## src/verilog/mmio_pkg.sv

```systemverilog
package mmio_pkg;

    // word and address width across the subsystem
    parameter int DATA_W = 32;

    // address map, byte addresses from the memory handler
    parameter logic [DATA_W-1:0] MEM_LIMIT      = 32'd2048;    // below this is RAM
    parameter logic [DATA_W-1:0] SPI_CMD_ADDR   = 32'd121212;  // display command byte
    parameter logic [DATA_W-1:0] SPI_PARAM_ADDR = 32'd333333;  // display parameter byte
    parameter logic [DATA_W-1:0] TOUCH_ADDR     = 32'd923923;  // touch result, read only

    // where a request is routed
    typedef enum logic [2:0] {
        TGT_NONE      = 3'd0,
        TGT_MEM       = 3'd1,
        TGT_SPI_CMD   = 3'd2,
        TGT_SPI_PARAM = 3'd3,
        TGT_TOUCH     = 3'd4
    } mmio_target_e;

    // decoder sequencing
    typedef enum logic [1:0] {
        IDLE     = 2'd0,
        WAIT_MEM = 2'd1,
        WAIT_SPI = 2'd2,
        FINISH   = 2'd3
    } mmio_state_e;

endpackage

```

## src/verilog/wb_mem_master.sv

```systemverilog
module wb_mem_master (
    input  logic                        clk,
    input  logic                        nRst,
    input  logic                        start_i,
    input  logic                        we_i,
    input  logic [mmio_pkg::DATA_W-1:0] adr_i,
    input  logic [mmio_pkg::DATA_W-1:0] wdata_i,
    output logic [mmio_pkg::DATA_W-1:0] rdata_o,
    output logic                        done_o,
    output logic                        wb_cyc_o,
    output logic                        wb_stb_o,
    output logic                        wb_we_o,
    output logic [mmio_pkg::DATA_W-1:0] wb_adr_o,
    output logic [mmio_pkg::DATA_W-1:0] wb_dat_o,
    input  logic [mmio_pkg::DATA_W-1:0] wb_dat_i,
    input  logic                        wb_ack_i
);

    logic active_q;

    // bus control
    always_ff @(posedge clk, negedge nRst) begin
        if (!nRst) begin
            active_q <= 1'b0;
            done_o   <= 1'b0;
        end else begin
            done_o <= 1'b0;
            if (active_q) begin
                if (wb_ack_i) begin
                    active_q <= 1'b0;              // drop cyc/stb after ack
                    done_o   <= 1'b1;
                end
            end else if (start_i) begin
                active_q <= 1'b1;
            end
        end
    end

    // command and result registers
    always_ff @(posedge clk) begin
        if (!active_q && start_i) begin
            wb_we_o  <= we_i;
            wb_adr_o <= adr_i;
            wb_dat_o <= wdata_i;
        end
        if (active_q && wb_ack_i) begin
            rdata_o <= wb_dat_i;                   // read word valid with ack
        end
    end

    assign wb_cyc_o = active_q;
    assign wb_stb_o = active_q;

    a_stb_cyc: assert property (@(posedge clk) disable iff (!nRst)
        wb_stb_o |-> wb_cyc_o);

endmodule

```

## config.mk

```make
export PLATFORM = sky130hd
export DESIGN_NAME = wb_mem_master
export DESIGN_NICKNAME = d
export VERILOG_FILES = /design/src/verilog/mmio_pkg.sv /design/src/verilog/wb_mem_master.sv
export SDC_FILE = /design/constraint.sdc
export NUM_CORES = 1
export LEC_CHECK = 0
export BUFFER_PORTS_ARGS = -buffer_cell sky130_fd_sc_hd__buf_4
export CORE_MARGIN = 10
export CORE_UTILIZATION = 41
export DETAILED_ROUTE_END_ITERATION = 16
export PLACE_DENSITY = 0.91
export SETUP_SLACK_MARGIN = 0.4
export SKIP_CTS_REPAIR_TIMING = 1
export SYNTH_ARGS = -nofsm -noshare
export SYNTH_HDL_FRONTEND = slang
export SYNTH_SLANG_ARGS = --single-unit
```

## constraint.sdc

```tcl
create_clock -name clk -period 2.1 [get_ports clk]
set_clock_uncertainty 0.1 [all_clocks]
set_input_delay 0.42 -clock clk [delete_from_list [all_inputs] [get_ports clk]]
set_output_delay 0.42 -clock clk [all_outputs]
set_load 0.05 [all_outputs]
```

======== Yosys cells after proc, flatten, opt, wreduce, memory -nomap -nowiden ========
Cells that the tools add are included.
storage, ports and cells
  output and inout bits ................... 100
  input port bits ......................... 101
  bits in registers ....................... 99
operators by class
  reduce and logical (&&, ||, !) cells .... 3
  multiplexer cells ....................... 5
operators by type and width
  operator           count
  $mux 1             5
  $logic_and 1x1->1  2
  $logic_not 1->1    1

======== Logic depth before layout (Yosys ltp) ========
  depth after elaboration ................. 2
  gate-level depth with buffers ........... 2

======== Worst setup path before layout ========
Ideal clock, no wire load.
  path type ............................... reg-to-reg
  start ................................... register active_q (netlist: wb_cyc_o)
  end ..................................... register wb_adr_o[0] in the netlist's numbering, enable pin
  data required time ...................... 1.607 ns
  arrival time ............................ 1.592 ns
  stages on the path, launching flop included .. 2
  path buffers ............................ 0
  library setup time ...................... 0.393 ns
  slack ................................... 0.014 ns
  cells stage by stage .................... dfrtp_1 -> and2b_2
on the way
  cells in the longest elaborated chain, start to end .. 2
ends and longest elaborated chain
  element                 line                 RTL
  start, declared         wb_mem_master.sv:19  logic active_q;
  start signal, assigned  wb_mem_master.sv:24  active_q <= 1'b0;
  start signal, assigned  wb_mem_master.sv:30  active_q <= 1'b0;
  start signal, assigned  wb_mem_master.sv:34  active_q <= 1'b1;
  $logic_not 1->1         wb_mem_master.sv:41  if (!active_q && start_i) begin
  $logic_and 1x1->1       wb_mem_master.sv:41
  end signal, assigned    wb_mem_master.sv:43  wb_adr_o <= adr_i;
  end, declared           wb_mem_master.sv:13  output logic [mmio_pkg::DATA_W-1:0] wb_adr_o,
Every way passes these cells.
A chain may end at the register's enable or synchronous reset.

======== Final worst setup path ========
  start ................................... register active_q (netlist: wb_cyc_o)
  end ..................................... register wb_dat_o[19] in the netlist's numbering, enable pin
on the way
  cells in the longest elaborated chain, start to end .. 2
ends and longest elaborated chain
  element               line                 RTL
  $logic_not 1->1       wb_mem_master.sv:41
  $logic_and 1x1->1     wb_mem_master.sv:41
  end signal, assigned  wb_mem_master.sv:44  wb_dat_o <= wdata_i;
  end, declared         wb_mem_master.sv:14  output logic [mmio_pkg::DATA_W-1:0] wb_dat_o,
Every way passes these cells.

==> results <==
- The cell sitting at the root of the clock tree is a sky130_fd_sc_hd__clkbuf_8.
- The count of buffers added on input and output ports is 200.
- After clock tree synthesis, the clock-pin slew on the worst setup and hold paths is 100 ps.
- The routed via count is ~1.9k.
- The via count of the first global-routing pass is ~2.1k.
- The kind of cell adding the most delay to the critical path is flip-flops.
- Once detailed placement completed, the half-perimeter wirelength came to 6.93 mm.
- The maximum number of pins on one net before global-route repair is between 40 and 50.
- The number of nets at the end of the flow is 418.
- The global routing usage summed across all routing layers is between 10% and 20%.
- For this design the ratio of total power to cell area is 917 nW/um^2.
- TritonCTS built the clock tree.
- The standby leakage power is 2.01 nW.
- The reg-to-reg endpoint is wb_dat_o[19].
- The maximum vdd ir drop is 0.000619 V.
- Along the worst path, the maximum fanout reaches 46.
- The start point of the critical path is wb_cyc_o.
- The critical setup path kind is reg2reg.
- The count of fill cells added during filler insertion is 515.
- The internal power is approximately 0.0032 W.
- The met2 routing resource usage after global routing is 22.3%.
- The share of power burned in combinational logic is 20.1%.
- Setup repair after global routing left no endpoint under its margin.
- The row count is 31.
- The power spent charging and discharging nets is 0.00127 W.
- Across the run, the number of max-cap violations was 0.
- The met1 track demand over resource in global routing is 15.9%.
- Summed over all failing endpoints, the final setup total negative slack is 0 ps.
- The synthesized net count is 205.
- Of the total power, registers draw 53.4%.
- The core region is 7180 um^2.
- From synthesis to final layout, the design area changed by 61.8%.
- The number of logic stages on the critical path including buffering is 2.
- Of the total power, the share spent switching nets is 28.6%.
- After layout, the minimum clock period comes to 1530 ps.
- By area the synthesized netlist is led by sky130_fd_sc_hd__edfxtp_1 (97%), sky130_fd_sc_hd__dfrtp_1 (1.7%), sky130_fd_sc_hd__and2_4 (0.29%).
- Dividing the detail-routed wire length by the instance count gives about 21 um.
- In this run the worst hold path is classified as in2reg.
- The count of endpoints failing setup in the final report is 0.
- The relative contribution of the clock network to total power is a little over a quarter.
- The worst setup path endpoint is wb_dat_o[19].
- The type of element launching the critical path is a flip-flop.
- Summed over all layers, the global routing overflow is 0.
- The worst register-to-register path has a depth of 2.
- Traced cell by cell, the critical path runs through and2b_4 > buf_12.
- The hold slack is 144 ps.
- The first global-routing pass estimated ~12 mm of wire.
- Counting both buffers and inverters, the worst setup path holds a total of 1.
- In this run the remaining antenna-violating nets after routing total 0.
- The cell type with the largest total area after synthesis is sky130_fd_sc_hd__edfxtp_1.
- The cell area that synthesis handed to floorplanning was 3000 um^2.
- 0 antenna diodes ended up in the layout.
- Yosys mapped the design onto 7 distinct sky130hd cell types.
- The startpoint identified for the worst register-to-register timing path is wb_cyc_o.
- The number of cells produced by synthesis is about 100.
- At the worst endpoint, the arrival time is 1460 ps.
- The number of buffers added by the clock tree synthesis step is 9.
- The H-tree depth is 3.
- STA puts the critical path data required time at 2030 ps.
- After synthesis the netlist holds a flip-flop and latch count of 99.
- The delay of the slowest cell on the worst path is 450 ps.
- The share of synthesized area occupied by flip-flops and latches is a little over nine tenths.
- The global routing stage identified its most utilized layer as met2.
- The total length of routed wires is between 8 and 9 mm.
- The area of the die is 11100 um^2.
- The die is around 110 um tall.
- The starting utilization of the core area is between 40% and 50%.
- The clock reaches the later pin of the worst-skew pair after 330 ps.
- Measured against its own limit, the worst slew margin works out to 71.4%.
- The top achievable clock speed is 653 MHz.
- Dividing the detail-routed via count by the number of cells gives 4.45.
- The residual DRC count is 0.
- Global routing consumed, on the met3 layer, 10.2% of the routing resources.
- The final-report max-slew violation count came to 0.
- The number of sinks on the clock net is just under 100.
- During synthesis, Yosys emitted a total of 0 warnings.
- Dividing the synthesized area by the synthesized cell count gives 28.8 um^2.
- Among all stages on the critical path, the largest delay is contributed by sky130_fd_sc_hd__dfrtp_2.
- For this run, the detailed router's first-pass iteration total came to 4.
- The initial antenna violation count is 0.
- The register-to-register setup slack is approximately 570 ps.
- The top cell type by area accounts for 97.2% of the synthesized area.
- For this block, the initial DRC count from the detailed router was 58.
- The flow ran to the end, and the final reports show no timing, DRC or antenna violations.
- The die extent in x is around 110 um.
- Cells with a size suffix above 1 make up between 60% and 70% of the layout.
- The transition time of the tightest slew-check pin is 429 ps.
- The clock passes through at most 2 buffers.
- The total count of hold-check failures in the final report was 0.
- The I/O pin total is about 200.
- The weighted congestion reported at the end of routability-driven placement is between 0.7 and 0.8.
- In the finished design, the share of the clock period the worst path needs comes to 72.9%.
- The kind of end point of the critical path is a flip-flop.
## cells by family after synthesis
logic type	synth area share [%]
buf+inv	0.251
simple gates	0.918
flops	98.8
## power groups by stage
stage | clock network (W) | logic (W) | registers [W]
5_1_grt | 0.00128 | 0.000930 | 0.00239
3_3_place_gp | 0 | 0.000883 | 0.00241
6_report | 0.00118 | 0.000894 | 0.00238
4_1_cts | 0.00121 | 0.000900 | 0.00238
2_1_floorplan | 0 | 0.0000735 | 0.00287
3_5_place_dp | 0 | 0.000899 | 0.00242
## flip-flops by register name, summed over array words and instances (netlist names)
name / cells
wb_adr_o: 32
done_o: 1
wb_dat_o: 32
wb_cyc_o: 1
wb_we_o: 1
rdata_o: 32
## worst min-delay path by stage
stage,endpoint,startpoint,depth (start not counted),slack (ps)
finish,wb_dat_o[0],wdata_i[0],1,140
floorplan,done_o,nRst,0,20
detailed placement,done_o,nRst,1,110
global route,wb_dat_o[18],wdata_i[18],1,130
global placement,done_o,nRst,1,100
CTS,wb_cyc_o,nRst,1,-260
## synthesized netlist by cell type
master                     count
sky130_fd_sc_hd__and2b_2       1
sky130_fd_sc_hd__dfrtp_1       2
sky130_fd_sc_hd__nor2_1        1
sky130_fd_sc_hd__buf_4         1
sky130_fd_sc_hd__edfxtp_1     97
sky130_fd_sc_hd__nor2_2        1
sky130_fd_sc_hd__and2_4        1
## per-layer routing
layer	wire length (um)	share of wire, %
met3	1440	17
met5	0	0
met1	3260	37
met4	123	1.4
met2	3880	45
## through the flow
| stage | utilization, % | total power, W | setup WS [ps] | instances | area (um^2) |
|---|---|---|---|---|---|
| floorplan | - | 0.00294 | 348 | 104 | 3000 |
| global placement | 64.6 | 0.00330 | 512 | 403 | 4640 |
| detailed placement | 64.6 | 0.00332 | 470 | 403 | 4640 |
| CTS | 67.3 | 0.00449 | 457 | 419 | 4830 |
| global route | 67.6 | 0.00460 | 491 | 421 | 4850 |
| finish | 67.6 | 0.00445 | 568 | 421 | 4850 |
## cells in the final DEF, fill, tap and decap left out
cell                            Yosys  routed
sky130_fd_sc_hd__and2_4             1       1
sky130_fd_sc_hd__and2b_1            0       1
sky130_fd_sc_hd__and2b_4            0       1
sky130_fd_sc_hd__buf_12             0       1
sky130_fd_sc_hd__buf_4              1     200
sky130_fd_sc_hd__bufinv_16          0       1
sky130_fd_sc_hd__clkbuf_1           0       1
sky130_fd_sc_hd__clkbuf_8           0       9
sky130_fd_sc_hd__clkinv_1           0       1
sky130_fd_sc_hd__clkinv_4           0       2
sky130_fd_sc_hd__clkinvlp_4         0       2
sky130_fd_sc_hd__dfrtp_1            2       1
sky130_fd_sc_hd__dfrtp_2            0       1
sky130_fd_sc_hd__dlygate4sd3_1      0       1
sky130_fd_sc_hd__edfxtp_1          97      97
sky130_fd_sc_hd__nor2_1             1       1
sky130_fd_sc_hd__nor2_2             1       1
## area by class of cell
cell class                 count  area [um^2]  area share (%)
multi-input combinational      5         36.3           0.748
timing repair buffer         202         1530            31.6
clock inverter                 6         66.3            1.37
clock buffer                  10          128            2.63
sequential                    99         2960            61.1
tap                           99          124            2.55
Note: power is estimated with default switching activity, not from simulation.
