===== config.mk =====
export PLATFORM = sky130hd
export DESIGN_NAME = mmio_decoder
export DESIGN_NICKNAME = d
export VERILOG_FILES = /design/src/verilog/mmio_pkg.sv /design/src/verilog/mmio_decoder.sv
export SDC_FILE = /design/constraint.sdc
export NUM_CORES = 1
export LEC_CHECK = 0
export BUFFER_PORTS_ARGS = -buffer_cell sky130_fd_sc_hd__buf_2
export CAP_MARGIN = 20
export CORE_AREA = 5 5 92 94
export DETAILED_ROUTE_END_ITERATION = 10
export DIE_AREA = 0 0 97 99
export HOLD_SLACK_MARGIN = 0.08
export PLACE_DENSITY = 0.76
export REMOVE_ABC_BUFFERS = 1
export SLEW_MARGIN = 10
export SYNTH_ARGS = -nofsm -noshare
export SYNTH_HDL_FRONTEND = slang
export SYNTH_SLANG_ARGS = --single-unit

===== constraint.sdc =====
create_clock -name clk -period 3.45 [get_ports clk]
set_input_delay 0.8625 -clock clk [delete_from_list [all_inputs] [get_ports clk]]
set_output_delay 0.8625 -clock clk [all_outputs]
set_load 0.02 [all_outputs]

===== src/verilog/mmio_pkg.sv =====
package mmio_pkg;

    // word and address width across the subsystem
    parameter int DATA_W = 32;

    // address map, byte addresses from the memory handler
    parameter logic [DATA_W-1:0] MEM_LIMIT      = 32'd2048;    // below this is RAM
    parameter logic [DATA_W-1:0] SPI_CMD_ADDR   = 32'd121212;  // display command byte
    parameter logic [DATA_W-1:0] SPI_PARAM_ADDR = 32'd333333;  // display parameter byte
    parameter logic [DATA_W-1:0] TOUCH_ADDR     = 32'd923923;  // touch result, read only

    // where a request is routed
    typedef enum logic [2:0] {
        TGT_NONE      = 3'd0,
        TGT_MEM       = 3'd1,
        TGT_SPI_CMD   = 3'd2,
        TGT_SPI_PARAM = 3'd3,
        TGT_TOUCH     = 3'd4
    } mmio_target_e;

    // decoder sequencing
    typedef enum logic [1:0] {
        IDLE     = 2'd0,
        WAIT_MEM = 2'd1,
        WAIT_SPI = 2'd2,
        FINISH   = 2'd3
    } mmio_state_e;

endpackage


===== src/verilog/mmio_decoder.sv =====
module mmio_decoder (
    input  logic                        clk,
    input  logic                        nRst,
    input  logic                        read_i,
    input  logic                        write_i,
    input  logic [mmio_pkg::DATA_W-1:0] address_i,
    input  logic [mmio_pkg::DATA_W-1:0] data_i,
    input  logic                        mem_done_i,
    input  logic [mmio_pkg::DATA_W-1:0] mem_rdata_i,
    input  logic                        spi_busy_i,
    input  logic [mmio_pkg::DATA_W-1:0] touch_xy_i,
    input  logic                        touch_done_i,
    output logic [mmio_pkg::DATA_W-1:0] data_o,
    output logic                        busy_o,
    output logic                        done_o,
    output logic                        mem_start_o,
    output logic                        mem_we_o,
    output logic [mmio_pkg::DATA_W-1:0] mem_adr_o,
    output logic [mmio_pkg::DATA_W-1:0] mem_wdata_o,
    output logic                        spi_start_o,
    output logic                        spi_is_param_o,
    output logic [7:0]                  spi_byte_o
);

    mmio_pkg::mmio_state_e  state_q, state_d;
    mmio_pkg::mmio_target_e target;
    logic                        valid_req;
    logic                        spi_busy_q;
    logic                        spi_fall;
    logic                        done_d;
    logic [mmio_pkg::DATA_W-1:0] result_q, result_d;

    assign valid_req = read_i ^ write_i;           // both high or both low is no request
    assign spi_fall  = spi_busy_q & ~spi_busy_i;   // transmitter just finished

    always_comb begin
        if (address_i < mmio_pkg::MEM_LIMIT) begin
            target = mmio_pkg::TGT_MEM;
        end else if (address_i == mmio_pkg::SPI_CMD_ADDR) begin
            target = mmio_pkg::TGT_SPI_CMD;
        end else if (address_i == mmio_pkg::SPI_PARAM_ADDR) begin
            target = mmio_pkg::TGT_SPI_PARAM;
        end else if (address_i == mmio_pkg::TOUCH_ADDR) begin
            target = mmio_pkg::TGT_TOUCH;
        end else begin
            target = mmio_pkg::TGT_NONE;
        end
    end

    // memory master and transmitter latch these on their start pulse
    assign mem_we_o       = write_i;
    assign mem_adr_o      = address_i;
    assign mem_wdata_o    = data_i;
    assign spi_byte_o     = data_i[7:0];
    assign spi_is_param_o = (target == mmio_pkg::TGT_SPI_PARAM);

    always_comb begin
        state_d     = state_q;
        result_d    = result_q;
        done_d      = 1'b0;
        mem_start_o = 1'b0;
        spi_start_o = 1'b0;
        case (state_q)
            mmio_pkg::IDLE: begin
                result_d = '0;                     // nothing returned until done
                if (valid_req) begin
                    case (target)
                        mmio_pkg::TGT_MEM: begin
                            mem_start_o = 1'b1;
                            state_d     = mmio_pkg::WAIT_MEM;
                        end
                        mmio_pkg::TGT_SPI_CMD, mmio_pkg::TGT_SPI_PARAM: begin
                            if (read_i) begin
                                state_d = mmio_pkg::FINISH;   // no display readback
                                done_d  = 1'b1;
                            end else if (!spi_busy_i) begin
                                spi_start_o = 1'b1;
                                state_d     = mmio_pkg::WAIT_SPI;
                            end
                        end
                        mmio_pkg::TGT_TOUCH: begin
                            state_d = mmio_pkg::FINISH;
                            done_d  = 1'b1;
                            if (read_i && touch_done_i) begin
                                result_d = touch_xy_i;
                            end
                        end
                        default: begin
                            state_d = mmio_pkg::FINISH;       // unmapped, no effect
                            done_d  = 1'b1;
                        end
                    endcase
                end
            end
            mmio_pkg::WAIT_MEM: begin
                if (mem_done_i) begin
                    state_d = mmio_pkg::FINISH;
                    done_d  = 1'b1;
                    if (read_i) begin
                        result_d = mem_rdata_i;
                    end
                end
            end
            mmio_pkg::WAIT_SPI: begin
                if (spi_fall) begin
                    state_d = mmio_pkg::FINISH;
                    done_d  = 1'b1;
                end
            end
            mmio_pkg::FINISH: begin
                if (!read_i && !write_i) begin     // wait for requester to let go
                    state_d  = mmio_pkg::IDLE;
                    result_d = '0;
                end
            end
            default: state_d = mmio_pkg::IDLE;
        endcase
    end

    always_ff @(posedge clk, negedge nRst) begin
        if (!nRst) begin
            state_q    <= mmio_pkg::IDLE;
            result_q   <= '0;
            done_o     <= 1'b0;
            spi_busy_q <= 1'b0;
        end else begin
            state_q    <= state_d;
            result_q   <= result_d;
            done_o     <= done_d;                  // high on entry to FINISH
            spi_busy_q <= spi_busy_i;
        end
    end

    assign data_o = result_q;
    assign busy_o = (state_q == mmio_pkg::WAIT_MEM) || (state_q == mmio_pkg::WAIT_SPI);

    a_done_not_busy: assert property (@(posedge clk) disable iff (!nRst)
        !(done_o && busy_o));

    a_mem_start_idle: assert property (@(posedge clk) disable iff (!nRst)
        mem_start_o |-> (state_q == mmio_pkg::IDLE));

endmodule


Word-level counts from Yosys, hierarchy flattened. Index checks and enable logic that the tools add are counted.

Bitwise gates (word level): 3. Multiplexer cells: 33. Reduce and logical (&&, ||, !) cells: 10. $lt $le $gt $ge: 1. Equal/unequal tests: 16.

Operators with widths (count): 32-bit two-way mux (6); 32-bit case mux with 3 select lines (1); 32-bit by 17-bit == test with 1-bit output, second input constant (1); 32-bit by 19-bit == test with 1-bit output, second input constant (1); 32-bit by 20-bit == test with 1-bit output, second input constant (1); 32-bit by 12-bit < comparator with 1-bit output, second input constant (1); 1-bit two-way mux (12); 2-bit two-way mux (6); 3-bit two-way mux (4); 2-bit != test, second input constant (5); 2-bit case mux with 4 select lines (1); 3-bit by 2-bit == test with 1-bit output, second input constant (2); 5-bit AND reduction (1); 2-bit == test, second input constant (2); 4-bit != test, second input constant (1); 2-bit case mux with 2 select lines (1); 4-bit AND reduction (1); 3-bit by 1-bit == test with 1-bit output, second input constant (1); 3-bit == test, second input constant (1); 1-bit case mux with 3 select lines (1); 3-bit nonzero test (1); 2-bit by 1-bit == test with 1-bit output, second input constant (1); 1-bit logical AND (2); 1-bit zero test (2); other kinds (7) (7).

Input bits: 135. Register bits: 36. Word-level logic and storage cells: 67. Output and inout bits: 110.

Depth between registers and ports, before layout.
Word-level depth: 10. Mapped depth: 9. Mapped depth without buffers: 8.

Worst setup path before layout. OpenSTA, ideal clock, no wires.

Path type: input to output. From: in address_i[25] (netlist name). To: out spi_start_o. Stages: 5. Slack: -0.336 ns. Path buffers: 0. Data arrival time: 2.923 ns. Data required time: 2.588 ns. Cell sequence: or4_4 -> or3b_4 -> nor4_4 -> o21ai_2 -> nor3_1.

Cells in the longest elaborated chain, start to end: 10. Elaborated cells on any way between the ends: 14. Classes of those cells: 1 x order compare; 5 x eq/ne; 7 x mux; 1 x reduce/logical.

Ends and longest elaborated chain: from (decl) (line mmio_decoder.sv:6) `input logic [mmio_pkg::DATA_W-1:0] address_i,`; parallel branches: the longest is 4 deep, another holds 32-bit by 12-bit < comparator with 1-bit output; 3-bit two-way mux * (line mmio_decoder.sv:37) `if (address_i < mmio_pkg::MEM_LIMIT) begin`; 3-bit by 2-bit == test with 1-bit output *; named net spi_is_param_o (line mmio_decoder.sv:21) `output logic spi_is_param_o,`; 2-bit OR reduction * (line mmio_decoder.sv:67) `case (target)`; 1-bit two-way mux * (line mmio_decoder.sv:67); 1-bit two-way mux * (line mmio_decoder.sv:66) `if (valid_req) begin`; 1-bit two-way mux * (line mmio_decoder.sv:63) `case (state_q)`; to (decl) (line mmio_decoder.sv:20) `output logic spi_start_o,`.

Mark *: on every way through the listed nets, which the timed path passes.

Worst setup path in the final report.
From: in address_i[25] (netlist name). To: out spi_start_o.

Cells in the longest elaborated chain, start to end: 10. Elaborated cells on any way between the ends: 14. Classes of those cells: 1 x order compare; 5 x eq/ne; 7 x mux; 1 x reduce/logical.

Ends and longest elaborated chain (line): parallel branches: the longest is 4 deep, another holds 32-bit by 12-bit < comparator with 1-bit output; 3-bit two-way mux * (mmio_decoder.sv:37); 3-bit by 2-bit == test with 1-bit output (mmio_decoder.sv:67); 2-bit OR reduction * (mmio_decoder.sv:67); 1-bit two-way mux * (mmio_decoder.sv:67); 1-bit two-way mux * (mmio_decoder.sv:66); 1-bit two-way mux * (mmio_decoder.sv:63).

Every way passes the cells marked *.

==> run metrics <==
run status complete, no violations; switching part of the total 0.463; worst setup path start address_i[25]; highest attainable clock frequency 291 MHz; reg-to-reg setup timing slack between 1 and 1.5 ns; layout cells sized above 1 0.512; clock tree from TritonCTS done; Yosys warning total 0; maximum number of pins on one net before global-route repair 37; number of pins with negative max-slew slack in the final report 0; fin crit share 0.998; number of fillers in the final layout 775; largest area contributor in the synthesized netlist dfrtp_1; crit path kind in -> out; synth top area cells dfrtp_1 35%, buf_4 21%, a22oi_1 9.6%; R2R cell count 8; clk slew on worst S/H paths 0.07 ns; area enclosed by the die boundary between 0.009 and 0.01 mm2; post-synthesis cell count 287; instance area at placement just over 0.003 mm2; static power due to leakage 1.67 nW; CP Launch Type input port; combined flip-flop and latch cell area about 900 um2; terminus of the critical flop-to-flop path data_o[28]; multi-input logic area 0.00102 mm2; violation count after the first detailed-route iteration 78; number of DRC violations after detailed routing 0; CTS Buf Count 5; worst-margin pin slew 0.818 ns; Comb pwr share 0.536; die boundary height between 90 and 100 um; final total negative setup slack 0 ns; Slew Limit Headroom 0.455; global-route wire length before repair roughly 14000 um; setup repair after global routing missed its margin yes; internal power roughly 1.1 mW; worst hold-check path type reg -> reg; Max stage delay on crit path 0.55 ns; hold violation count in the final report 0; Data required, critical path between 2 and 3 ns; initial antenna violation count 0; aggregate global routing overflow 0; max-cap viol count 0; cell with the largest stage delay on the worst path or4b_4; maximum fanout count along the critical path 2; depth of the CTS H-tree 2; part of the power in the clock network 0.146; count of input and output buffers 172; min cycle time layout 3.44 ns; Total Power Consumption about 2.1 mW; remaining antenna violation count 0; Non-Filler Cell Area, Final 0.00315 mm2; die outline width 97 um; placed wire-length estimate after detailed placement 7620 um; worst hold path stage count 2; cell-by-cell listing of the critical path buf_6 > or4_4 > or4b_4 > nor4_4 > o21ai_2 > nor3_2 > buf_4; Switching Power just under 1 mW; Clock Sinks 36; Placer Congestion 0.917; Skew-Pair Late Insertion Delay 0.28 ns; Worst VDD drop roughly 0.27 mV; count of cell types in the netlist 37; clk_skew 0.00588 ns; number of core rows 32; hold slack final 0.479 ns; CTS Buffer Depth 2; core region area 0.00757 mm2; final design utilization 0.416; post-synth top area share 0.350; root buffer selected by CTS clkbuf_8; number of optimization iterations in the first detailed-route pass 4; relative contribution of sequential cells to total power 0.318; layout overhead on the synthesized area 22.4%; P per Cell Area ~660 mW/mm2; total global-route track usage 0.185; Setup crit end kind primary output; worst flop-to-flop path startpoint state_q[1]; Mapped Avg Cell Area 8.96 um2; initial standard-cell utilization of the core 0.340; sequential fraction of the synthesis area 0.350; I/O pins 245; Avg Vias per Cell 4.96; Final Routed Wirelength 9130 um; post-synthesis sequential element count 36; via total after detailed routing between 2000 and 2500; number of nets in the final layout approximately 530; setup-violating endpoint count in the final report 0; vias in the first global route 2646; post-synth design cell area 0.00257 mm2; Ant. Diodes 0; number of buffers inserted for hold repair after clock tree synthesis 0; routed length per instance 18.5 um; Hold EP data_o[26]; Arr. time, crit path between 2 and 3 ns; worst hold path startpoint data_o[26]
registers in the layout, summed over array words and instances, names as in the netlist:
name	flops
spi_busy_q	1
data_o	32
state_q	2
done_o	1
Yosys cell counts (all sizes together):
cell type,n
a31oi,1
clkbuf,12
and4b,1
nor3,2
a22oi,33
or4,3
ha,6
and3,1
nor2,4
and3b,1
nor2b,2
or4b,1
o211a,1
nand4bb,1
nand2b,1
nand2,36
mux2i,1
o21ai,35
nor4b,1
nand4,3
a32oi,1
a21oi,2
dfrtp,36
a21o,1
buf,76
inv,8
or3b,1
nand3,5
nand4b,3
nor4,6
o311ai,1
nand3b,1
cells by family (layout without fill, tap and decap cells):
family / after synthesis / count (layout) / synth area share
simple gates: 73 / 73 / 0.176
compound gates: 75 / 75 / 0.186
flops: 36 / 36 / 0.350
mux: 1 / 1 / 0.00389
buf+inv: 96 / 200 / 0.255
fa+ha+maj: 6 / 6 / 0.0292
per-stage QoR:
step / instances / setup WS (ns)
2_1_floorplan: 199 / -0.336
3_3_place_gp: 484 / -0.178
3_5_place_dp: 484 / -0.197
4_1_cts: 493 / -0.0443
5_1_grt: 493 / -0.107
6_report: 493 / 0.00791
final cells by class:
cell class,count,area share
Timing Repair Buffer,184,0.311
Tap cell,102,0.0405
Multi-Input combinational cell,155,0.325
Clock buffer,8,0.0286
Sequential cell,36,0.286
Inverter,8,0.00954
layout by cell type (no fill, tap or decap), drive strengths merged, types with 2 or more instances in the layout:
master,count
nor2,4
dfrtp,36
nand4b,3
ha,6
nand4,3
nor3,2
or4,3
o21ai,35
a21oi,2
a22oi,33
buf,184
nor4,6
nand2,36
nand3,5
nor2b,2
inv,8
clkbuf,8
power by group through the flow:
stage / Clock [mW] / Combinational, mW / Sequential [mW]
2_1_floorplan: 0 / 0.509 / 0.841
3_3_place_gp: 0 / 1.11 / 0.661
3_5_place_dp: 0 / 1.13 / 0.673
4_1_cts: 0.319 / 1.13 / 0.666
5_1_grt: 0.337 / 1.25 / 0.684
6_report: 0.303 / 1.12 / 0.663
timing repair:
item / CTS / global route
gates cloned: 0 / 0
endpoints found under the setup margin: 2 / 1
buffers inserted: 1 / 0
pin swaps: 2 / 0
gates resized for setup: 1 / 3
worst max path at each step:
stage | endpoint | slack, ns
3_3_place_gp | spi_start_o | -0.18
4_1_cts | spi_start_o | -0.04
3_5_place_dp | spi_start_o | -0.20
2_1_floorplan | spi_start_o | -0.34
6_report | spi_start_o | 0.008
5_1_grt | spi_start_o | -0.11
metal layers:
metal | vias to the layer above | wire length (um) | global-route usage
met4 | 3 | 140 | 0.0583
li1 | 1145 | - | -
met1 | 1094 | 3540 | 0.204
met2 | 191 | 4140 | 0.298
met3 | 12 | 1220 | 0.105
met5 | - | 81 | 0.0615
worst max-delay path, delay by kind of cell:
kind / cells / cell delay (ns)
AOI/OAI and AO/OA: 1 / 0.10
buffers and inverters: 2 / 0.25
and+or+nand+nor: 4 / 1.37
Note: power is estimated with default switching activity, not from simulation.
