--- src/verilog/spi_display_tx.sv ---
module spi_display_tx #(
    parameter int SPI_CLK_DIV = 4
) (
    input  logic       clk,
    input  logic       nRst,
    input  logic       start_i,
    input  logic       is_param_i,
    input  logic [7:0] byte_i,
    output logic       busy_o,
    output logic       sclk_o,
    output logic       mosi_o,
    output logic       dc_o,
    output logic       cs_n_o
);

    localparam int DIV_W = (SPI_CLK_DIV > 1) ? $clog2(SPI_CLK_DIV) : 1;
    localparam logic [DIV_W-1:0] DIV_LAST = DIV_W'(SPI_CLK_DIV - 1);

    typedef enum logic [1:0] {
        TX_IDLE  = 2'd0,
        TX_SHIFT = 2'd1,
        TX_HOLD  = 2'd2
    } tx_state_e;

    tx_state_e        state_q;
    logic [DIV_W-1:0] div_q;
    logic [2:0]       bit_q;
    logic [7:0]       shift_q;
    logic             half_tick;

    assign half_tick = (div_q == DIV_LAST);        // end of a serial clock half period

    always_ff @(posedge clk, negedge nRst) begin
        if (!nRst) begin
            state_q <= TX_IDLE;
            div_q   <= '0;
            bit_q   <= '0;
            shift_q <= '0;
            sclk_o  <= 1'b0;
            dc_o    <= 1'b0;
            cs_n_o  <= 1'b1;
        end else begin
            case (state_q)
                TX_IDLE: begin
                    div_q  <= '0;
                    sclk_o <= 1'b0;
                    if (start_i) begin
                        shift_q <= byte_i;
                        dc_o    <= is_param_i;     // held for the whole byte
                        bit_q   <= '0;
                        cs_n_o  <= 1'b0;
                        state_q <= TX_SHIFT;
                    end
                end
                TX_SHIFT: begin
                    div_q <= half_tick ? '0 : div_q + 1'b1;
                    if (half_tick) begin
                        if (!sclk_o) begin
                            sclk_o <= 1'b1;        // display samples here
                        end else begin
                            sclk_o <= 1'b0;
                            if (bit_q == 3'd7) begin
                                state_q <= TX_HOLD;
                            end else begin
                                shift_q <= {shift_q[6:0], 1'b0};
                                bit_q   <= bit_q + 3'd1;
                            end
                        end
                    end
                end
                TX_HOLD: begin
                    div_q <= half_tick ? '0 : div_q + 1'b1;
                    if (half_tick) begin
                        cs_n_o  <= 1'b1;           // cs hold done
                        state_q <= TX_IDLE;
                    end
                end
                default: state_q <= TX_IDLE;
            endcase
        end
    end

    assign mosi_o = shift_q[7];                    // msb first
    assign busy_o = (state_q != TX_IDLE);

    a_cs_idle: assert property (@(posedge clk) disable iff (!nRst)
        !busy_o |-> cs_n_o);

endmodule

--- config.mk ---
export PLATFORM = sky130hd
export DESIGN_NAME = spi_display_tx
export DESIGN_NICKNAME = d
export VERILOG_FILES = /design/src/verilog/spi_display_tx.sv
export SDC_FILE = /design/constraint.sdc
export NUM_CORES = 1
export LEC_CHECK = 0
export BUFFER_PORTS_ARGS = -buffer_cell sky130_fd_sc_hd__buf_2
export CAP_MARGIN = 20
export CORE_MARGIN = 2
export CORE_UTILIZATION = 47
export DETAILED_ROUTE_END_ITERATION = 10
export PLACE_DENSITY = 0.75
export SLEW_MARGIN = 20
export SYNTH_ARGS = -nofsm -noshare
export SYNTH_HDL_FRONTEND = slang
export SYNTH_SLANG_ARGS = --single-unit
export TNS_END_PERCENT = 5
--- constraint.sdc ---
create_clock -name clk -period 1.6 [get_ports clk]
set_input_delay 0.08 -clock clk [delete_from_list [all_inputs] [get_ports clk]]
set_output_delay 0.08 -clock clk [all_outputs]
set_load 0.03 [all_outputs]
=== Word-level counts from Yosys, hierarchy flattened ===
Index checks and enable logic that the tools add are counted.

* Add/subtract/negate cells: 2
* Eq/ne operators: 10
* Mux-type cells: 24
* Reduce and logical (&&, ||, !) cells: 11

{| class="wikitable"
|+ Operators by type and width
! cell !! number
|-
| 2-to-1 mux 8 bit || 4
|-
| case mux 8 bit (2 select lines) || 1
|-
| 2-to-1 mux 2 bit || 6
|-
| 2-to-1 mux 3 bit || 4
|-
| != test 2 bit, second input constant || 6
|-
| AND reduction 5 bit || 2
|-
| nonzero test 2 bit || 4
|-
| case mux 2 bit (3 select lines) || 1
|-
| case mux 3 bit (2 select lines) || 1
|-
| == test 2 bit, second input constant || 2
|-
| 2-to-1 mux 1 bit || 4
|-
| case mux 1 bit (2 select lines) || 2
|-
| case mux 2 bit (2 select lines) || 1
|-
| AND reduction 2 bit || 2
|-
| adder 3 x 1 -> 3 bit, second input constant || 1
|-
| == test 3 bit, second input constant || 1
|-
| AND reduction 3 bit || 1
|-
| adder 2 x 1 -> 2 bit, second input constant || 1
|-
| == test 2 x 1 -> 1 bit, second input constant || 1
|-
| logical NOT 2 bit || 1
|-
| OR reduction 2 bit || 1
|}

* Register bits after elaboration: 18
* Logic and storage cells: 54

=== Depth between registers and ports, before layout ===
Gate-level depths: netlist of run 1.

* Word-level depth: 5
* Mapped depth: 8
* Gate-level depth less buffers: 6

=== Least setup slack after synthesis of run 1 ===
Ideal clock, no wire load.

* Path kind: flip-flop to flip-flop
* Start: reg state_q[1]
* End: reg state_q[0]
* Data arrival time: 1.536 ns
* Slack: -0.064 ns
* Cell stages (with the launch flop): 7
* Cells stage by stage: dfrtp_1 inv_1 ha_1 buf_6 nor2b_4 nor4_2 mux2_1

* Longest elaborated chain between the ends: 3

{| class="wikitable"
|+ Ends and longest elaborated chain
! element !! line !! RTL
|-
| start: declaration || 25 || <nowiki>tx_state_e state_q;</nowiki>
|-
| start signal: assignment || 35 || <nowiki>state_q <= TX_IDLE;</nowiki>
|-
| start signal: assignment || 52 || <nowiki>state_q <= TX_SHIFT;</nowiki>
|-
| start signal: assignment || 63 || <nowiki>state_q <= TX_HOLD;</nowiki>
|-
| == test 2 x 1 -> 1 bit, or another cell as far along || 43 || <nowiki>case (state_q)</nowiki>
|-
| != test 2 bit (no line) || - ||
|-
| AND reduction 5 bit (no line) || - ||
|}

Parallel ways exist; a longest one is shown, timed or not.
A chain may end at the register's enable or synchronous reset.

=== Worst setup path in the final report of run 1 ===
* Start: reg bit_q[1]
* End: reg shift_q[6]

* Longest elaborated chain between the ends: 3

{| class="wikitable"
|+ Ends and longest elaborated chain
! element !! line !! RTL
|-
| start: declaration || 27 || <nowiki>logic [2:0] bit_q;</nowiki>
|-
| start signal: assignment || 66 || <nowiki>bit_q <= bit_q + 3'd1;</nowiki>
|-
| == test 3 bit || 62 || <nowiki>if (bit_q == 3'd7) begin</nowiki>
|-
| != test 2 bit (no line) || - ||
|-
| AND reduction 5 bit (no line) || - ||
|-
| end signal: assignment || 48 || <nowiki>shift_q <= byte_i;</nowiki>
|-
| end signal: assignment || 65 || <nowiki>shift_q <= {shift_q[6:0], 1'b0};</nowiki>
|-
| end: declaration || 28 || <nowiki>logic [7:0] shift_q;</nowiki>
|}

Every way passes these cells.

==> impl_metrics.yaml, run 1 <==
drt:
  dr.pass1.iters: 4
  wire_per_inst_um: 16.3
  viasPerCell: 5.44
  drtIter0Drc: 12
  dr_total_vias: 811
  routed_wl_um: 2430
  drcViolationCount: 0
  antenna_left: 0
critical_path:
  r2r-end: "shift_q[6]"
  path_max_fanout: 5
  r2r_setup_slack_ns: -0.23
  crit_path_end: "shift_q[6]"
  worst-r2r-cell-count: 8
  cp-startpoint: "bit_q[1]"
  end_kind: "flop"
  worstSetupStartpointType: "flop"
  r2r_start: "bit_q[1]"
  crit_arrival_ns: 2.06
  worstPathRequired_ns: 1.82
  path_class: "flop to flop"
timing:
  finalMaxSlewViolations: 0
  relSlewSlack_pct: 73.2
  whs_ns: 0.0111
  finalHoldViolCount: 0
  min_period_ns: 1.83
  fmaxAchievable_mhz: 545
  finalCritPeriodShare_pct: 115
  finalSetupViolations: 13
  fin_ws_ns: -0.234
  skew_ns: 0.00300
  worst_slew_pin_slew_ns: 0.402
  rsz0062_at_grt: "true"
synth:
  synth_area_leaders: "dfrtp_1, ha_1, mux2i_1, a21oi_1, inv_1"
  syn_avg_cell_area_um2: 10.8
  ys_ff_latch: 18
  synthArstFlopShare_pct: 100
  yosysSeqAreaShare_pct: 45.9
  syn-instance-count: 91
  yosysMostFrequentCell: "dfrtp_1"
  ys.flop_type: "dfrtp_1"
  syn_area_um2: 983
  synth_top_cell_area_share_pct: 43.3
  syn_nets: 112
  synth-edff-count: 0
  ys_types: 26
  synth_warnings: 0
  yosys-top-cells-count: "dfrtp_1, a21oi_1, ha_1, inv_1"
  synth_top_area_cell: "dfrtp_1"
finish:
  final_core_util_pct: 71.4
  final_area_mm2: 0.00140
  area_growth_pct: 42.5
  drive_above_1_share_pct: 49.2
  num-nets-final: 144
  antenna_cells: 0
placement:
  place_area_mm2: 0.00115
  gp_congestion: 0.761
  port_buffers: 16
  dp_hpwl_um: 1360
  pre_cts_slack_ns: -0.0983
floorplanning:
  die_area_mm2: 0.00247
  die_w_um: 49.7
  initial_core_util_pct: 50.1
  core-area_mm2: 0.00196
  rows: 16
  die_y_um: 49.7
  io_pins: 17
clock_tree:
  cts.sinks: 18
  cts_buffers: 3
  clk_pin_slew_ns: 0.11
  cts_tree: "built"
  htree_levels: 1
  clock_latency_ns: 0.30
  clk_path_buf_depth: 2
  cts_root_buf: "clkbuf_4"
run_status:
  violations: "negative setup slack"
  status: "finished, violations left"
global_routing:
  grt_pass1_vias: 754
  antenna_found_initial: 0
  track_usage_pct: 16.5
  grt_pass1_wl_um: 3110
  overflow: 0
  grt_max_degree: 23
power:
  vdd_drop_max_mv: 1.15
  power.leakage_nw: 0.640
  power_density_mw_per_mm2: 2310
  total_power_w: 0.00323
job:
  maxCapViolCount: 0
min_path:
  min_path_type: "primary input to flop"
## critical path: stages (launching register included)
cell and delay (ns):
dfrtp_1 0.41, ha_2 0.20, ha_4 0.17, o2bb2ai_4 0.14
nor4_4 0.28, buf_4 0.20, clkbuf_16 0.16, nor2_2 0.04
a21oi_1 0.15
## flip-flops by register name, indices dropped and copies added, names as in the netlist
signal   flops
div_q        2
state_q      2
bit_q        3
cs_n_o       1
sclk_o       1
shift_q      8
dc_o         1
## metal layers
layer  vias up  wire, um  global-route usage (%)
li1        374         -                       -
met1       401      1000                    19.6
met4         0        63                    6.94
met3         7        86                    2.73
met5         -         0                       0
met2        29      1270                    29.3
## kinds of logic (layout without fill, tap and decap cells)
group / after synthesis / in the layout / synth area share, %
AO/OA/AOI/OAI: 18 / 18 / 10.3
XOR/XNOR: 1 / 1 / 0.891
adder cells (fa/ha/maj): 9 / 9 / 11.5
buffers and inverters: 13 / 44 / 6.36
flip-flops: 18 / 18 / 45.9
multiplexers: 11 / 11 / 11.6
AND/OR/NAND/NOR: 21 / 21 / 13.5
## how the worst min path moves through the flow
stage               depth (start not counted)        from  endpoint
finish                                      2  is_param_i      dc_o
global route                                2  is_param_i      dc_o
CTS                                         2  is_param_i      dc_o
detailed placement                          1        nRst    sclk_o
global placement                            1        nRst      dc_o
floorplan                                   0        nRst  bit_q[0]
## per-stage QoR
step,std cells,setup TNS (ns)
final,149,-1.87
after global routing,149,-2.89
after CTS,143,-0.565
after detailed placement,138,-0.687
after global placement,138,0
after floorplan,91,-0.146
## layout make-up
class	instances	area (um^2)
sequential	18	453
timing repair buffer	31	246
fill	119	561
multi-input combinational	60	598
clock buffer	4	36.3
tap	27	33.8
inverter	9	33.8
## what timing repair did
| action | in CTS | in global routing |
|---|---|---|
| hold buffers | 1 | 0 |
| buffers inserted | 0 | 4 |
| pin swaps | 0 | 5 |
| endpoints found under the hold margin | 18 | 0 |
| cloned | 0 | 2 |
| resized for setup | 4 | 26 |
| setup endpoints to repair | 13 | 13 |
## cell usage in the layout, fill, tap and decap left out, drive strengths merged, types with 2 or more instances in the layout
cell type / n
nand2: 3
mux2: 3
dfrtp: 17
nor2: 8
ha: 9
inv: 9
mux2i: 8
nand3: 3
nor4: 2
o21ai: 5
buf: 28
clkbuf: 6
nor2b: 3
a21oi: 9
## power by group
group	total, W	switching (W)	internal, W	leakage (nW)
sequential	0.000835	0.000173	0.000662	0.215
combinational	0.00211	0.00104	0.00106	0.404
clock	0.000292	0.000153	0.000139	0.0210
Power figures use the tool's default switching activity.
==> run 2: changes to the inputs <==
--- a/config.mk
+++ b/config.mk
@@ -7,10 +7,12 @@
 export LEC_CHECK = 0
 export BUFFER_PORTS_ARGS = -buffer_cell sky130_fd_sc_hd__buf_2
 export CAP_MARGIN = 20
+export CORE_ASPECT_RATIO = 0.9
 export CORE_MARGIN = 2
 export CORE_UTILIZATION = 47
 export DETAILED_ROUTE_END_ITERATION = 10
 export PLACE_DENSITY = 0.75
+export RECOVER_POWER = 50
 export SLEW_MARGIN = 20
 export SYNTH_ARGS = -nofsm -noshare
 export SYNTH_HDL_FRONTEND = slang
==> impl_metrics.yaml, run 2 (synthesis results as in run 1) <==
run_status:
  status: "finished, violations left"
  violations: "negative setup slack"
finish:
  multi_input_area_um2: 562
  num-nets-final: 144
  final_core_util_pct: 69.5
  final_cell_mix: "dfrtp_1, buf_2, a21oi_1, buf_4"
  n_fill_cell: 141
  drive_above_1_share_pct: 38.5
  antenna_cells: 0
  regMostFlops: "shift_q"
  seq_area_um2: 453
  top_regs: "shift_q (8), bit_q (3)"
  largest_register_ffs: 8
  area_growth_pct: 37.9
  final_area_mm2: 0.00136
  layout_commonest_cell: "dfrtp_1"
floorplanning:
  die_area_mm2: 0.00247
  rows: 15
  io_pins: 17
  core-area_mm2: 0.00195
  die_y_um: 47.4
  die_w_um: 52.2
  initial_core_util_pct: 50.4
timing:
  relSlewSlack_pct: 33.3
  fin_ws_ns: -0.0371
  finalSetupViolations: 7
  finalMaxSlewViolations: 0
  tns_ns: -0.122
  rsz0062_at_grt: "true"
  skew_ns: 0.00646
  worst_slew_pin_slew_ns: 1.00
  min_period_ns: 1.64
  finalCritPeriodShare_pct: 102
  fmaxAchievable_mhz: 611
  finalHoldViolCount: 0
critical_path:
  crit_arrival_ns: 1.86
  crit_family: "simple AND/OR/NAND/NOR gates"
  worstSetupStartpointType: "flop"
  critPathMaxStageDelay_ns: 0.43
  path_max_fanout: 6
  path_buf_inv: 3
  end_kind: "flop"
  worstPathCellList: "inv_4 > ha_4 > nor2b_4 > nor4_4 > buf_6 > buf_12 > nand3_1 > o21ai_1"
  path_class: "flop to flop"
  worstPathRequired_ns: 1.82
  crit_path_top_delay_cell: "dfrtp_1"
placement:
  place_area_mm2: 0.00114
  dp_hpwl_um: 1260
  port_buffers: 16
  gp_congestion: 0.783
job:
  maxCapViolCount: 0
drt:
  drcViolationCount: 0
  drtIter0Drc: 16
  antenna_left: 0
  dr.pass1.iters: 4
  viasPerCell: 5.14
  dr_total_vias: 756
  routed_wl_um: 2040
  wire_per_inst_um: 13.9
global_routing:
  track_usage_pct: 14.9
  grt_max_degree: 23
  grt_pass1_vias: 605
  antenna_found_initial: 0
  grt_pass1_wl_um: 2580
  overflow: 0
power:
  power_density_mw_per_mm2: 2210
  power.leakage_nw: 0.635
  vdd_drop_max_mv: 1.50
  total_power_w: 0.00299
min_path:
  min_path_type: "primary input to flop"
clock_tree:
  cts_buffers: 3
  clk_path_buf_depth: 2
  htree_levels: 1
  cts.sinks: 18
  cts_tree: "built"
  clock_latency_ns: 0.30
  cts_root_buf: "clkbuf_4"
  clk_pin_slew_ns: 0.10
[run 2: final timing paths]
check | end | cells past startpoint | startpoint | slack, ns
setup / recovery | bit_q[2] | 8 | state_q[1] | -0.04
max in group asynchronous | state_q[0] | 2 | nRst | 0.48
hold / removal | shift_q[0] | 3 | byte_i[0] | 0.05
min in group asynchronous | div_q[1] | 2 | nRst | 0.45
hold reg to reg | dc_o | 1 | dc_o | 0.50
setup reg to reg | bit_q[2] | 8 | state_q[1] | -0.04
[run 2: stage by stage]
step / instances / setup WS, ns / hold WS (ns)
6_report: 147 / -0.0371 / 0.0500
5_1_grt: 147 / -0.139 / 0.0547
4_1_cts: 141 / -0.0669 / 0.0485
3_5_place_dp: 135 / -0.0611 / 0.0344
3_3_place_gp: 135 / -0.0110 / 0.0360
2_1_floorplan: 91 / -0.0181 / -0.216
[run 2: where the power goes]
part | leakage (nW) | switching, W | total, W | internal (W)
logic | 0.405 | 0.000930 | 0.00194 | 0.00101
clock network | 0.0150 | 0.000141 | 0.000238 | 0.0000972
registers | 0.215 | 0.000151 | 0.000812 | 0.000661
total | 0.635 | 0.00122 | 0.00299 | 0.00177
[run 2: layer usage]
layer / GRT usage [%] / part of all wire, % / up-vias
met5: 0 / 0 / -
met4: 3.08 / 0.49 / 0
met3: 6.69 / 3.3 / 3
met2: 25.6 / 48 / 10
met1: 17.8 / 48 / 368
li1: - / - / 375
[run 2: worst register-to-register path, stage by stage, from the launching register on]
cell and delay [ns]:
dfrtp_1 0.43, inv_4 0.08, ha_4 0.17, nor2b_4 0.14, nor4_4 0.27, buf_6 0.16, buf_12 0.11, nand3_1 0.08
o21ai_1 0.10
[run 2: timing repair]
action / in CTS / in global routing
buffers inserted: 0 / 4
endpoints found under the setup margin: 13 / 13
endpoints found under the hold margin: 18 / 0
hold buffers: 2 / 0
resized for setup: 1 / 19
pin swaps: 1 / 2
cloned: 0 / 2
[run 2: final cells by class]
class	count	area share [%]
inverters	9	2.68
flip-flops and latches	18	33.4
well taps	25	2.31
repair buffers	31	18.3
clock buffers	4	1.94
multi-input cells	60	41.4
